$ cat src/design/perf_pkg.sv
package perf_pkg;

	localparam int tag_width = 20;	// fixed by the cache tag store

	// comm_i field positions
	localparam int comm_en_bit    = 24;	// counting on
	localparam int comm_clear_bit = 25;	// sampler clear
	localparam int comm_index_hi  = 12;
	localparam int comm_index_lo  = 8;
	localparam int comm_addr_hi   = 4;
	localparam int comm_addr_lo   = 0;

	typedef enum logic [1:0] {
		rec_stats   = 2'd0,
		rec_sampler = 2'd1
	} record_src_e;	// codes 2 and 3 fall back to statistics

	typedef enum logic [4:0] {
		st_hit_lo      = 5'd0,
		st_hit_hi      = 5'd1,
		st_miss_lo     = 5'd2,
		st_miss_hi     = 5'd3,
		st_wb_lo       = 5'd4,
		st_wb_hi       = 5'd5,
		st_wall_lo     = 5'd6,
		st_wall_hi     = 5'd7,
		st_expired_lo  = 5'd8,
		st_expired_hi  = 5'd9,
		st_default_lo  = 5'd10,
		st_default_hi  = 5'd11,
		st_mexpired_lo = 5'd12,
		st_mexpired_hi = 5'd13,
		st_cache_id    = 5'd15,
		st_swap_lo     = 5'd16,
		st_swap_hi     = 5'd17,
		st_rand_lo     = 5'd18,
		st_rand_hi     = 5'd19
	} stat_addr_e;

	typedef enum logic [3:0] {
		sm_ref_pc      = 4'd6,
		sm_interval    = 4'd7,
		sm_used        = 4'd8,
		sm_count       = 4'd9,
		sm_remaining   = 4'd10,
		sm_trace_lo    = 4'd11,
		sm_trace_hi    = 4'd12,
		sm_target      = 4'd13,
		sm_buffer_full = 4'd15
	} sampler_addr_e;

	typedef struct packed {
		logic [63:0] hit;
		logic [63:0] miss;
		logic [63:0] writeback;
		logic [63:0] wall;
		logic [63:0] expired;
		logic [63:0] defaulted;
		logic [63:0] multi_expired;
		logic [63:0] swap;
		logic [63:0] rand_evict;
	} counter_set_t;

	// one reuse-interval record in the sampler buffer
	typedef struct packed {
		logic [31:0]          ref_pc;
		logic [tag_width-1:0] tag;
		logic [31:0]          interval;
		logic [63:0]          trace;
	} sample_rec_t;

endpackage

$ cat src/design/sample_if.sv
`timescale 1ns/10ps

interface sample_if import perf_pkg::*; ();

	logic [31:0]          ref_pc;	// pc of the selected record
	logic [tag_width-1:0] target_tag;
	logic [31:0]          interval;
	logic [63:0]          trace;	// sample count low, reuse count high
	logic [31:0]          used;	// records in the buffer
	logic [31:0]          count;	// requests since reset or clear
	logic [31:0]          remaining;	// free table slots
	logic                 buffer_full;
	logic                 table_full;

	modport producer (
		output ref_pc,
		output target_tag,
		output interval,
		output trace,
		output used,
		output count,
		output remaining,
		output buffer_full,
		output table_full
	);

	modport consumer (
		input ref_pc,
		input target_tag,
		input interval,
		input trace,
		input used,
		input count,
		input remaining,
		input buffer_full,
		input table_full
	);

endinterface

$ cat src/design/cache_perf_monitor.sv
`timescale 1ns/10ps

module cache_perf_monitor import perf_pkg::*; #(
	parameter logic [31:0] cache_structure   = 32'h0,
	parameter logic [31:0] cache_replacement = 32'h0,
	parameter int          sample_depth      = 4,
	parameter int          buffer_depth      = 8,
	parameter int          sample_period     = 4
) (
	input  logic                 clock_i,
	input  logic                 resetn_i,
	input  logic [31:0]          phase_i,
	input  logic [31:0]          pc_ref_i,
	input  logic [tag_width-1:0] tag_ref_i,
	input  logic                 req_i,
	input  logic                 swap_i,
	input  logic                 hit_i,
	input  logic                 miss_i,
	input  logic                 writeback_i,
	input  logic                 expired_i,
	input  logic                 expired_multi_i,
	input  logic                 defaulted_i,
	input  logic                 rand_evict_i,
	input  logic [31:0]          comm_i,	// configuration word
	input  logic [1:0]           select_data_record_i,
	output logic [31:0]          comm_o,
	output logic                 stall_o
);

	record_src_e  select;
	logic         sampler_en;
	logic [31:0]  pc_bus;
	counter_set_t counters;

	sample_if sample_bus ();

	assign select     = record_src_e'(select_data_record_i);	// 2 and 3 read as stats
	assign sampler_en = (select == rec_sampler);
	assign pc_bus     = {phase_i[31:24], pc_ref_i[23:0]};	// phase tags the pc

	event_counters u_event_counters (
		.clock_i         (clock_i),
		.resetn_i        (resetn_i),
		.enable_i        (comm_i[comm_en_bit]),
		.hit_i           (hit_i),
		.miss_i          (miss_i),
		.writeback_i     (writeback_i),
		.expired_i       (expired_i),
		.expired_multi_i (expired_multi_i),
		.defaulted_i     (defaulted_i),
		.rand_evict_i    (rand_evict_i),
		.swap_i          (swap_i),
		.counters_o      (counters)
	);

	reuse_sampler #(
		.sample_depth  (sample_depth),
		.buffer_depth  (buffer_depth),
		.sample_period (sample_period)
	) u_reuse_sampler (
		.clock_i  (clock_i),
		.resetn_i (resetn_i),
		.enable_i (sampler_en),
		.clear_i  (comm_i[comm_clear_bit]),
		.req_i    (req_i),
		.pc_i     (pc_bus),
		.tag_i    (tag_ref_i),
		.index_i  (comm_i[comm_index_hi:comm_index_lo]),
		.res      (sample_bus.producer)
	);

	stat_readout #(
		.cache_id (cache_structure | cache_replacement)
	) u_stat_readout (
		.clock_i    (clock_i),
		.resetn_i   (resetn_i),
		.select_i   (select),
		.comm_i     (comm_i),
		.counters_i (counters),
		.res        (sample_bus.consumer),
		.comm_o     (comm_o),
		.stall_o    (stall_o)
	);

endmodule

$ cat src/design/event_counters.sv
`timescale 1ns/10ps

module event_counters import perf_pkg::*; (
	input  logic         clock_i,
	input  logic         resetn_i,
	input  logic         enable_i,	// comm bit 24
	input  logic         hit_i,
	input  logic         miss_i,
	input  logic         writeback_i,
	input  logic         expired_i,
	input  logic         expired_multi_i,
	input  logic         defaulted_i,
	input  logic         rand_evict_i,
	input  logic         swap_i,
	output counter_set_t counters_o
);

	counter_set_t cnt_q;
	logic         swap_q;	// swap level on the last enabled cycle
	logic         swap_fall;

	assign swap_fall  = swap_q && !swap_i;	// high to low
	assign counters_o = cnt_q;

	always_ff @(posedge clock_i) begin
		if (!resetn_i) begin
			cnt_q  <= '0;
			swap_q <= 1'b0;
		end else if (enable_i) begin
			if (hit_i) begin
				cnt_q.hit <= cnt_q.hit + 64'd1;
			end
			if (miss_i) begin
				cnt_q.miss <= cnt_q.miss + 64'd1;
			end
			if (writeback_i) begin
				cnt_q.writeback <= cnt_q.writeback + 64'd1;
			end
			if (expired_i) begin
				cnt_q.expired <= cnt_q.expired + 64'd1;
			end
			if (expired_multi_i) begin
				cnt_q.multi_expired <= cnt_q.multi_expired + 64'd1;
			end
			if (defaulted_i) begin
				cnt_q.defaulted <= cnt_q.defaulted + 64'd1;
			end
			if (rand_evict_i) begin
				cnt_q.rand_evict <= cnt_q.rand_evict + 64'd1;
			end
			if (swap_fall) begin
				cnt_q.swap <= cnt_q.swap + 64'd1;
			end
			// edge memory only advances while counting is on
			swap_q     <= swap_i;
			cnt_q.wall <= cnt_q.wall + 64'd1;	// one per enabled cycle
		end
	end

	wall_monotonic: assert property (@(posedge clock_i) disable iff (!resetn_i)
		$past(resetn_i) |-> cnt_q.wall >= $past(cnt_q.wall))
		else $error("wall time counter went backwards");

endmodule

$ cat src/design/reuse_sampler.sv
`timescale 1ns/10ps

module reuse_sampler import perf_pkg::*; #(
	parameter int sample_depth  = 4,	// tag table entries
	parameter int buffer_depth  = 8,	// interval records
	parameter int sample_period = 4	// sample every nth request
) (
	input  logic                 clock_i,
	input  logic                 resetn_i,
	input  logic                 enable_i,
	input  logic                 clear_i,
	input  logic                 req_i,
	input  logic [31:0]          pc_i,
	input  logic [tag_width-1:0] tag_i,
	input  logic [4:0]           index_i,	// record to present
	sample_if.producer           res
);

	localparam int tab_w = (sample_depth > 1) ? $clog2(sample_depth) : 1;
	localparam int buf_w = (buffer_depth > 1) ? $clog2(buffer_depth) : 1;
	localparam int use_w = $clog2(buffer_depth + 1);
	localparam int per_w = $clog2(sample_period + 1);

	logic [sample_depth-1:0] valid_q;
	logic [tag_width-1:0]    tab_tag [sample_depth];
	logic [31:0]             tab_pc [sample_depth];
	logic [31:0]             tab_stamp [sample_depth];	// count at sample time
	sample_rec_t             rec_buf [buffer_depth];
	sample_rec_t             rec_new;
	sample_rec_t             rec_sel;
	logic [use_w-1:0]        used_q;
	logic [31:0]             count_q;
	logic [per_w-1:0]        period_q;	// count modulo sample_period
	logic [tab_w-1:0]        hit_idx;
	logic [tab_w-1:0]        free_idx;
	logic                    hit_found;
	logic                    free_found;
	logic [31:0]             remaining;
	logic                    buffer_full;
	logic                    table_full;
	logic                    accept;
	logic                    do_record;
	logic                    do_store;

	// tag match and first free slot
	always_comb begin
		hit_found  = 1'b0;
		hit_idx    = '0;
		free_found = 1'b0;
		free_idx   = '0;
		remaining  = '0;
		for (int i = 0; i < sample_depth; i++) begin
			if (valid_q[i] && tab_tag[i] == tag_i && !hit_found) begin
				hit_found = 1'b1;
				hit_idx   = tab_w'(i);
			end
			if (!valid_q[i]) begin
				if (!free_found) begin
					free_found = 1'b1;
					free_idx   = tab_w'(i);
				end
				remaining = remaining + 32'd1;
			end
		end
	end

	assign table_full  = !free_found;
	assign buffer_full = (used_q == use_w'(buffer_depth));
	assign accept      = enable_i && req_i && !table_full && !buffer_full;	// stalled otherwise
	assign do_record   = accept && hit_found;
	assign do_store    = accept && !hit_found && (period_q == '0);	// a match is never re-stored

	always_comb begin
		rec_new.ref_pc   = tab_pc[hit_idx];
		rec_new.tag      = tag_i;
		rec_new.interval = count_q - tab_stamp[hit_idx];
		rec_new.trace    = {count_q, tab_stamp[hit_idx]};
	end

	always_ff @(posedge clock_i) begin
		if (!resetn_i || clear_i) begin
			valid_q  <= '0;
			used_q   <= '0;
			count_q  <= '0;
			period_q <= '0;
		end else if (accept) begin
			count_q  <= count_q + 32'd1;
			period_q <= (period_q == per_w'(sample_period - 1)) ? '0 : period_q + per_w'(1);
			if (do_record) begin
				valid_q[hit_idx] <= 1'b0;	// entry is done once reused
				used_q           <= used_q + use_w'(1);
			end else if (do_store) begin
				valid_q[free_idx] <= 1'b1;
			end
		end
	end

	always_ff @(posedge clock_i) begin
		if (do_store) begin
			tab_tag[free_idx]   <= tag_i;
			tab_pc[free_idx]    <= pc_i;
			tab_stamp[free_idx] <= count_q;
		end
		if (do_record) begin
			rec_buf[used_q[buf_w-1:0]] <= rec_new;
		end
	end

	// slots past used read as zero
	always_comb begin
		rec_sel = '0;
		if (32'(index_i) < 32'(used_q)) begin
			rec_sel = rec_buf[index_i[buf_w-1:0]];
		end
	end

	assign res.ref_pc      = rec_sel.ref_pc;
	assign res.target_tag  = rec_sel.tag;
	assign res.interval    = rec_sel.interval;
	assign res.trace       = rec_sel.trace;
	assign res.used        = 32'(used_q);
	assign res.count       = count_q;
	assign res.remaining   = remaining;
	assign res.buffer_full = buffer_full;
	assign res.table_full  = table_full;

	used_bounded: assert property (@(posedge clock_i) disable iff (!resetn_i)
		used_q <= use_w'(buffer_depth))
		else $error("record count beyond buffer depth");

	no_write_when_full: assert property (@(posedge clock_i) disable iff (!resetn_i)
		buffer_full && !clear_i |=> used_q == $past(used_q))
		else $error("record written into a full buffer");

endmodule

$ cat src/design/stat_readout.sv
`timescale 1ns/10ps

module stat_readout import perf_pkg::*; #(
	parameter logic [31:0] cache_id = 32'h0
) (
	input  logic         clock_i,
	input  logic         resetn_i,
	input  record_src_e  select_i,
	input  logic [31:0]  comm_i,
	input  counter_set_t counters_i,
	sample_if.consumer   res,
	output logic [31:0]  comm_o,
	output logic         stall_o
);

	stat_addr_e    stat_addr;
	sampler_addr_e samp_addr;
	logic [31:0]   stat_q;	// statistics word
	logic [31:0]   samp_q;	// sampler word
	record_src_e   sel_q;	// source of the registered words

	assign stat_addr = stat_addr_e'(comm_i[comm_addr_hi:comm_addr_lo]);
	assign samp_addr = sampler_addr_e'(comm_i[comm_addr_lo +: 4]);

	always_ff @(posedge clock_i) begin
		if (!resetn_i) begin
			stat_q <= '0;
			samp_q <= '0;
			sel_q  <= rec_stats;
		end else begin
			sel_q <= select_i;
			case (stat_addr)
				st_hit_lo:      stat_q <= counters_i.hit[31:0];
				st_hit_hi:      stat_q <= counters_i.hit[63:32];
				st_miss_lo:     stat_q <= counters_i.miss[31:0];
				st_miss_hi:     stat_q <= counters_i.miss[63:32];
				st_wb_lo:       stat_q <= counters_i.writeback[31:0];
				st_wb_hi:       stat_q <= counters_i.writeback[63:32];
				st_wall_lo:     stat_q <= counters_i.wall[31:0];	// enabled cycles
				st_wall_hi:     stat_q <= counters_i.wall[63:32];
				st_expired_lo:  stat_q <= counters_i.expired[31:0];
				st_expired_hi:  stat_q <= counters_i.expired[63:32];
				st_default_lo:  stat_q <= counters_i.defaulted[31:0];
				st_default_hi:  stat_q <= counters_i.defaulted[63:32];
				st_mexpired_lo: stat_q <= counters_i.multi_expired[31:0];
				st_mexpired_hi: stat_q <= counters_i.multi_expired[63:32];
				st_cache_id:    stat_q <= cache_id;
				st_swap_lo:     stat_q <= counters_i.swap[31:0];
				st_swap_hi:     stat_q <= counters_i.swap[63:32];
				st_rand_lo:     stat_q <= counters_i.rand_evict[31:0];
				st_rand_hi:     stat_q <= counters_i.rand_evict[63:32];
				default:        stat_q <= '0;
			endcase
			case (samp_addr)
				sm_ref_pc:      samp_q <= res.ref_pc;
				sm_interval:    samp_q <= res.interval;
				sm_used:        samp_q <= res.used;
				sm_count:       samp_q <= res.count;
				sm_remaining:   samp_q <= res.remaining;
				sm_trace_lo:    samp_q <= res.trace[31:0];
				sm_trace_hi:    samp_q <= res.trace[63:32];
				sm_target:      samp_q <= 32'(res.target_tag);
				sm_buffer_full: samp_q <= {31'b0, res.buffer_full};
				default:        samp_q <= '0;
			endcase
		end
	end

	// select is registered with the words so a source change also takes one cycle
	assign comm_o = (sel_q == rec_sampler) ? samp_q : stat_q;

	assign stall_o = (select_i == rec_sampler) && (res.buffer_full || res.table_full);

endmodule

$ cat config.mk
export PLATFORM = sky130hd
export DESIGN_NAME = cache_perf_monitor
export DESIGN_NICKNAME = d
export VERILOG_FILES = /design/src/design/perf_pkg.sv /design/src/design/sample_if.sv /design/src/design/cache_perf_monitor.sv /design/src/design/event_counters.sv /design/src/design/reuse_sampler.sv /design/src/design/stat_readout.sv
export SDC_FILE = /design/constraint.sdc
export NUM_CORES = 2
export LEC_CHECK = 0
export BUFFER_PORTS_ARGS = -buffer_cell sky130_fd_sc_hd__buf_2
export CORE_ASPECT_RATIO = 0.5
export CORE_UTILIZATION = 57
export DETAILED_ROUTE_END_ITERATION = 8
export PLACE_DENSITY_LB_ADDON = 0.12
export SYNTH_ARGS = -nofsm -noshare
export SYNTH_HDL_FRONTEND = slang
export SYNTH_SLANG_ARGS = --single-unit
$ cat constraint.sdc
create_clock -name clock_i -period 12.3 [get_ports clock_i]
set_input_delay 0.615 -clock clock_i [delete_from_list [all_inputs] [get_ports clock_i]]
set_output_delay 0.615 -clock clock_i [all_outputs]
set_load 0.02 [all_outputs]
# Word-level counts from Yosys, hierarchy flattened
# Memories as Yosys holds them, arrays and structs flattened.
# Cells that the tools add are included.
dict set report totals {
  n_memories 4
  register_bits 686
  mem_bits_rw 1520
}
dict set report op_classes {
  n_bitwise 3
  n_mux 36
  eq_ne 34
  add_sub_neg 16
  reduce_logical 40
  magnitude_cmp 5
}
# memory depth word_bits rd rd_clocked_by_memory_dff write_ports line
set mem_list {}
lappend mem_list {u_reuse_sampler.rec_buf 8 148 1 0 1 reuse_sampler.sv:28} ;# sample_rec_t rec_buf [buffer_depth];
lappend mem_list {u_reuse_sampler.tab_pc 4 32 1 0 1 reuse_sampler.sv:26} ;# logic [31:0] tab_pc [sample_depth];
lappend mem_list {u_reuse_sampler.tab_stamp 4 32 1 0 1 reuse_sampler.sv:27} ;# logic [31:0] tab_stamp [sample_depth];
lappend mem_list {u_reuse_sampler.tab_tag 4 20 4 0 1 reuse_sampler.sv:25} ;# logic [tag_width-1:0] tab_tag [sample_depth];
# operator count
set ops {}
lappend ops {{64-bit by 1-bit adder with 64-bit output, second input constant} 9}
lappend ops {{32-bit case mux with 18 select lines} 1}
lappend ops {{32-bit case mux with 9 select lines} 1}
lappend ops {{148-bit two-way mux} 1}
lappend ops {{32-bit two-way mux} 4}
lappend ops {{32-bit by 1-bit adder with 32-bit output, second input constant} 3}
lappend ops {{20-bit == test} 4}
lappend ops {{4-bit == test, second input constant} 8}
lappend ops {{32-bit subtractor} 1}
lappend ops {{5-bit by 4-bit == test with 1-bit output, second input constant} 6}
lappend ops {{5-bit by 3-bit == test with 1-bit output, second input constant} 4}
lappend ops {{5-bit == test, second input constant} 4}
lappend ops {{2-bit AND reduction} 10}
lappend ops {{1-bit logical AND} 17}
lappend ops {{1-bit two-way mux} 17}
lappend ops {{2-bit two-way mux} 7}
lappend ops {{5-bit by 2-bit == test with 1-bit output, second input constant} 2}
lappend ops {{4-bit by 3-bit == test with 1-bit output, second input constant} 2}
lappend ops {{1-bit logical NOT} 8}
lappend ops {{4-bit two-way mux} 2}
lappend ops {{2-bit by 3-bit < comparator with 1-bit output, second input constant} 2}
lappend ops {{5-bit by 1-bit == test with 1-bit output, second input constant} 1}
lappend ops {{5-bit logical NOT} 1}
lappend ops {{5-bit by 4-bit < comparator with 1-bit output} 1}
lappend ops {{14 further kinds} 18}

# Logic depth before layout (Yosys ltp)
# An unclocked memory read counts as a cell.
dict set report depth {
  word_depth 20
  mapped_depth 21
}

# By module
# A second synthesis with hierarchy kept.
dict set report unflattened {
  cells_unflattened 7379
  area_unflattened_um2 96757.8
}
# module cells_each area_each_um2 n_inst seq_area_each_um2
set by_module_without_submodules {}
lappend by_module_without_submodules {reuse_sampler 3178 61999.5 1 46504.6}
lappend by_module_without_submodules {event_counters 3347 27433.8 1 11551.1}
lappend by_module_without_submodules {stat_readout 853 7310.8 1 1321.3}
lappend by_module_without_submodules {cache_perf_monitor 1 13.8 1 0.0}

# Least setup slack after synthesis
# OpenSTA, ideal clock, no wires.
dict set report synth_timing {
  path_type {input port to flip-flop}
  from {in tag_ref_i[11]}
  to {mem u_reuse_sampler.rec_buf[4][0] in the netlist's numbering (enable)}
  arrival_ns 12.407
  setup_ns 0.837
  setup_slack_ns -0.944
  path_stages 10
  required_ns 11.463
  cell_sequence {clkbuf_1 xnor2_1 nand4_1 or4_1 or2_0 clkbuf_1 nor2b_1 a31oi_1 nand2_1 nor3_1}
}
dict set report synth_via {
  elab_chain_len 15
}
# item line
set synth_lines {}
lappend synth_lines {{start, declared} cache_perf_monitor.sv:14} ;# input logic [tag_width-1:0] tag_ref_i,
lappend synth_lines {{20-bit == test} reuse_sampler.sv:53} ;# if (valid_q[i] && tab_tag[i] == tag_i && !hit_found) begin
lappend synth_lines {{1-bit logical AND} reuse_sampler.sv:53}
lappend synth_lines {{1-bit two-way mux} reuse_sampler.sv:53}
lappend synth_lines {{1-bit logical NOT} reuse_sampler.sv:53}
lappend synth_lines {{1-bit logical AND} reuse_sampler.sv:53}
lappend synth_lines {{1-bit two-way mux} reuse_sampler.sv:53}
lappend synth_lines {{1-bit logical NOT} reuse_sampler.sv:53}
lappend synth_lines {{1-bit logical AND} reuse_sampler.sv:53}
lappend synth_lines {{1-bit two-way mux} reuse_sampler.sv:53}
lappend synth_lines {{1-bit logical NOT} reuse_sampler.sv:53}
lappend synth_lines {{1-bit logical AND} reuse_sampler.sv:53}
lappend synth_lines {{1-bit two-way mux (*)} reuse_sampler.sv:53}
lappend synth_lines {{1-bit logical AND (*)} reuse_sampler.sv:70} ;# assign do_record = accept && hit_found;
lappend synth_lines {{1-bit two-way mux (*)} reuse_sampler.sv:104} ;# if (do_record) begin
lappend synth_lines {{1-bit two-way mux (not written as such) (*)} reuse_sampler.sv:105} ;# rec_buf[used_q[buf_w-1:0]] <= rec_new;
lappend synth_lines {{end, declared} reuse_sampler.sv:28}
# Every way passes the cells marked *; elsewhere a longest branch is shown, timed or not.

==> PnR_summary.wiki <==
{| class="wikitable"
! Metric !! Value
|-
| Die Height || 288 um
|-
| Total of warnings raised by yosys || 0
|-
| Final worst clock skew || 50.4 ps
|-
| Iteration-0 DRC Markers || 7,561
|-
| Count of cell types in the netlist || 75
|-
| Via count || 59,500
|-
| # DRC || 0
|-
| Crit-path most repeated cell || or2_2
|-
| Gate count of the mapped netlist || 6,702
|-
| Adder-cell share of the synthesized area || 0.720%
|-
| CTS root buf || clkbuf_16
|-
| Share of cell area taken by muxes after synthesis || 9.26%
|-
| Biggest fanout along the worst timing path || 34
|-
| Sequential share of the synthesized area || 63.7%
|-
| Syn_nets || 6,884
|-
| Finish-stage setup viols || 0
|-
| # rows || 104
|-
| Most repeated cell in the gate-level netlist after synthesis || edfxtp_1
|-
| MaxCap Viol Count || 0
|-
| Maximum number of pins on one net before global-route repair || 304
|-
| Area growth syn-to-layout || 10.7%
|-
| Number of placed instances with taps included || 8,767
|-
| Area share of the largest cell type after synthesis || 49.0%
|-
| Share of final-layout standard cells stronger than drive strength 1 || 12.8%
|-
| I/O Buffers || 109
|-
| Static leakage || 34.8 nW
|-
| Syn_area_per_cell || 13.9 sq um
|-
| Number of storage elements in the synthesis netlist || 2,206
|-
| Post-synth design cell area || 0.0932 sq mm
|-
| Minimum setup slack in the final design || 4570 ps
|-
| Buffers plus inverters on the worst setup path || 1
|-
| Top flip-flop cell by instance count after synthesis || edfxtp_1
|-
| Number of hold violations in the final report || 0
|-
| Number of antenna violations at the first check in global routing || 23
|-
| DRT Wirelength || 264,000 um
|-
| Post-route minimum period || 7730 ps
|-
| Clk pin slew, worst setup/hold paths || 70 ps
|-
| Kind of critical path || register to register
|-
| Clk sinks || 2,206
|-
| Post-detailed-placement half-perimeter wirelength || 166,000 um
|-
| Total Power Consumption || 0.0147 W
|-
| Critical path's top delay family || simple AND/OR/NAND/NOR gates
|-
| Longest individual stage delay on the worst path || 1060 ps
|-
| Overall routing resource usage || 31.7%
|-
| DR vias/cell || 6.49
|-
| Main combinational cell family by area after synthesis || simple AND/OR/NAND/NOR gates
|-
| Peak clock frequency supported by timing || 0.129 GHz
|-
| DR pass1 iterations || 7
|-
| Outcome || finished clean
|-
| Wirelength per Cell || 28.9 um
|-
| Starting density of the core || 57.7%
|-
| Top-Level Pins || 162
|-
| Post-Synth XOR/XNOR Area || 5.40%
|-
| Nature of the critical path startpoint || register
|-
| Number of buffers inserted during clock tree synthesis || 194
|-
| Highest-delay cell along the critical path || o311ai_0
|-
| Required time of the critical path || 12,750 ps
|-
| Setup repair after global routing missed its margin || false
|-
| Total number of nets in the final design || 7,006
|-
| Final Wtd Congestion || 0.953
|-
| Number of enable-type register cells in the synthesized netlist || 1,520
|-
| Final ANT Viol Nets || 0
|-
| Min-delay worst type || input pin to register
|-
| Power density cells || 143 mW/mm^2
|-
| Cells taking the most area after synthesis || edfxtp_1 49%, dfxtp_1 15%, mux4_2 7.2%, xnor2_1 4.0%, and2_1 3.1%
|-
| Actual transition at the worst max-transition pin || 1330 ps
|-
| Peak supply drop || 0.107 mV
|-
| Max-slew violation count || 0
|-
| Ranking of synthesized cells by instance count || 1,520 x edfxtp_1, 686 x dfxtp_1, 470 x nand2_1, 468 x and2_1, 423 x xnor2_1
|-
| Worst Setup Slack post-DPL || 4150 ps
|-
| Final standard cell count with taps included and fillers excluded || 9,155
|-
| Final Cycle Share || 62.8%
|-
| Compound-Gate Fraction of Synth Area || 6.88%
|-
| Die width || 574 um
|-
| Worst-Skew Late Latency || 840 ps
|-
| Number of resized instances in the post-cts repair step || 0
|-
| Core Area || 0.162 sq mm
|-
| Post-synthesis share of cell area spent on and, or, nand and nor gates || 12.3%
|-
| Clock buffer depth || 4
|-
| Worst path arrival time || 8180 ps
|-
| Cell type contributing the most total cell area after synthesis || edfxtp_1
|-
| H-tree lvl count || 4
|-
| Sum Neg Setup Slack || 0 ps
|-
| Fraction of registers with async set or reset after synthesis || 0%
|-
| Endpoint class of the critical path || register
|-
| Slew Limit Headroom || 10.8%
|-
| TritonCTS clock tree || yes
|-
| First-pass GRT wire length || 384,000 um
|-
| Total die area || 0.165 sq mm
|-
| Via count of the first global-routing pass || 57,600
|-
| Remaining Overflow, GRT || 0
|-
| Crit-path cells || xnor2_1, nand4_1, or4_1, or2_0, nor2_4, buf_4, a222oi_1, and2_1, ha_1, nand2_1, nor4_1, a2111oi_0, or2_2, o21ai_0, a211oi_1, or2_2, o311ai_0
|}
## kinds of logic after synthesis
logic type / after synthesis
AO/OA/AOI/OAI: 882
adder cells (fa/ha/maj): 53
flip-flops: 2206
multiplexers: 488
buffers and inverters: 411
XOR/XNOR: 574
AND/OR/NAND/NOR: 2088
## sequential cells by signal, summed over array words and instances, names as in the netlist, 2 cells and up
register	flops
u_reuse_sampler.valid_q	4
u_reuse_sampler.tab_pc	128
u_reuse_sampler.tab_tag	80
u_reuse_sampler.used_q	4
u_stat_readout.sel_q	2
u_stat_readout.stat_q	32
u_reuse_sampler.period_q	3
u_reuse_sampler.res.count	32
u_event_counters.counters_o	576
u_reuse_sampler.tab_stamp	128
u_reuse_sampler.rec_buf	1184
u_stat_readout.samp_q	32
## per-stage QoR
stage | area, sq um | util, % | hold slack [ps]
global route | 103000 | 63.8 | 144
finish | 103000 | 63.8 | 157
floorplan | 93200 | - | 420
detailed placement | 96400 | 59.6 | 459
global placement | 96400 | 59.6 | 430
CTS | 103000 | 63.8 | 114
## report_power, final
group          internal, W  switching (W)  leakage, nW
Sequential         0.00790      0.0000119         19.9
Combinational     0.000169       0.000292         11.8
Clock              0.00360        0.00274         3.13
## worst register-to-register path, stage by stage (launching register included)
cell and delay, ps:
edfxtp_1 390, xnor2_1 260, nand4_1 130, or4_1 630
or2_0 380, nor2_4 920, buf_4 590, a222oi_1 240
and2_1 230, ha_1 380, nand2_1 110, nor4_1 390
a2111oi_0 220, or2_2 420, o21ai_0 440, a211oi_1 220
or2_2 360, o311ai_0 1060
## what timing repair did
| item | in CTS | in global routing |
|---|---|---|
| hold endpoints to repair | 130 | 0 |
| hold buffers | 34 | 0 |
| setup buffers | 0 | 0 |
## worst paths after layout
| kind | start | to | slack [ps] | cells past startpoint |
|---|---|---|---|---|
| max reg2reg | u_reuse_sampler.tab_tag[1][6] | u_reuse_sampler.rec_buf[0][93] | 4570 | 17 |
| min | writeback_i | u_event_counters.counters_o[385] | 160 | 3 |
| max | u_reuse_sampler.tab_tag[1][6] | u_reuse_sampler.rec_buf[0][93] | 4570 | 17 |
| min reg2reg | u_reuse_sampler.period_q[2] | u_reuse_sampler.period_q[2] | 470 | 2 |
## cells in the final DEF (no fill, tap or decap), drive strengths merged, types with 15 or more instances in the layout
cell | netlist | layout
clkbuf | 259 | 242
nand3 | 247 | 247
bufinv | 0 | 30
o21ai | 155 | 155
mux4 | 296 | 296
clkinv | 0 | 63
xnor2 | 423 | 423
mux2i | 160 | 160
nand4 | 160 | 160
a221oi | 122 | 122
xor2 | 151 | 151
nor4 | 45 | 45
nand2b | 26 | 26
a222oi | 63 | 63
nor3 | 62 | 62
o22ai | 66 | 66
inv | 93 | 96
buf | 59 | 210
o31ai | 24 | 24
nand2 | 470 | 470
a22oi | 46 | 46
mux2 | 32 | 32
a31oi | 37 | 37
and3 | 119 | 119
and4 | 65 | 65
a21boi | 119 | 119
nor2b | 45 | 45
and2 | 469 | 469
a22o | 121 | 121
dfxtp | 686 | 686
edfxtp | 1520 | 1520
ha | 52 | 52
nor2 | 191 | 191
or3 | 129 | 129
o21a | 15 | 15
a21oi | 75 | 75
dlygate4sd3 | 0 | 34
## routing by layer
metal,GRT usage (%),vias to the layer above,routed length [um]
met3,5.83,599,25600
met2,49.2,3027,119000
met4,13.2,2,12200
met1,44.3,30000,107000
met5,0,-,13
li1,-,25800,-
## cell type report
class	instances	area, sq um
flip-flops and latches	2206	59400
fillers	11700	58500
multi-input cells	4085	32500
clock buffers	242	5160
inverters	93	349
repair buffers	244	1770
well taps	2173	2720
diodes	9	22.5
clock inverters	103	1270
No activity file was read; power rests on OpenSTA's default activity.
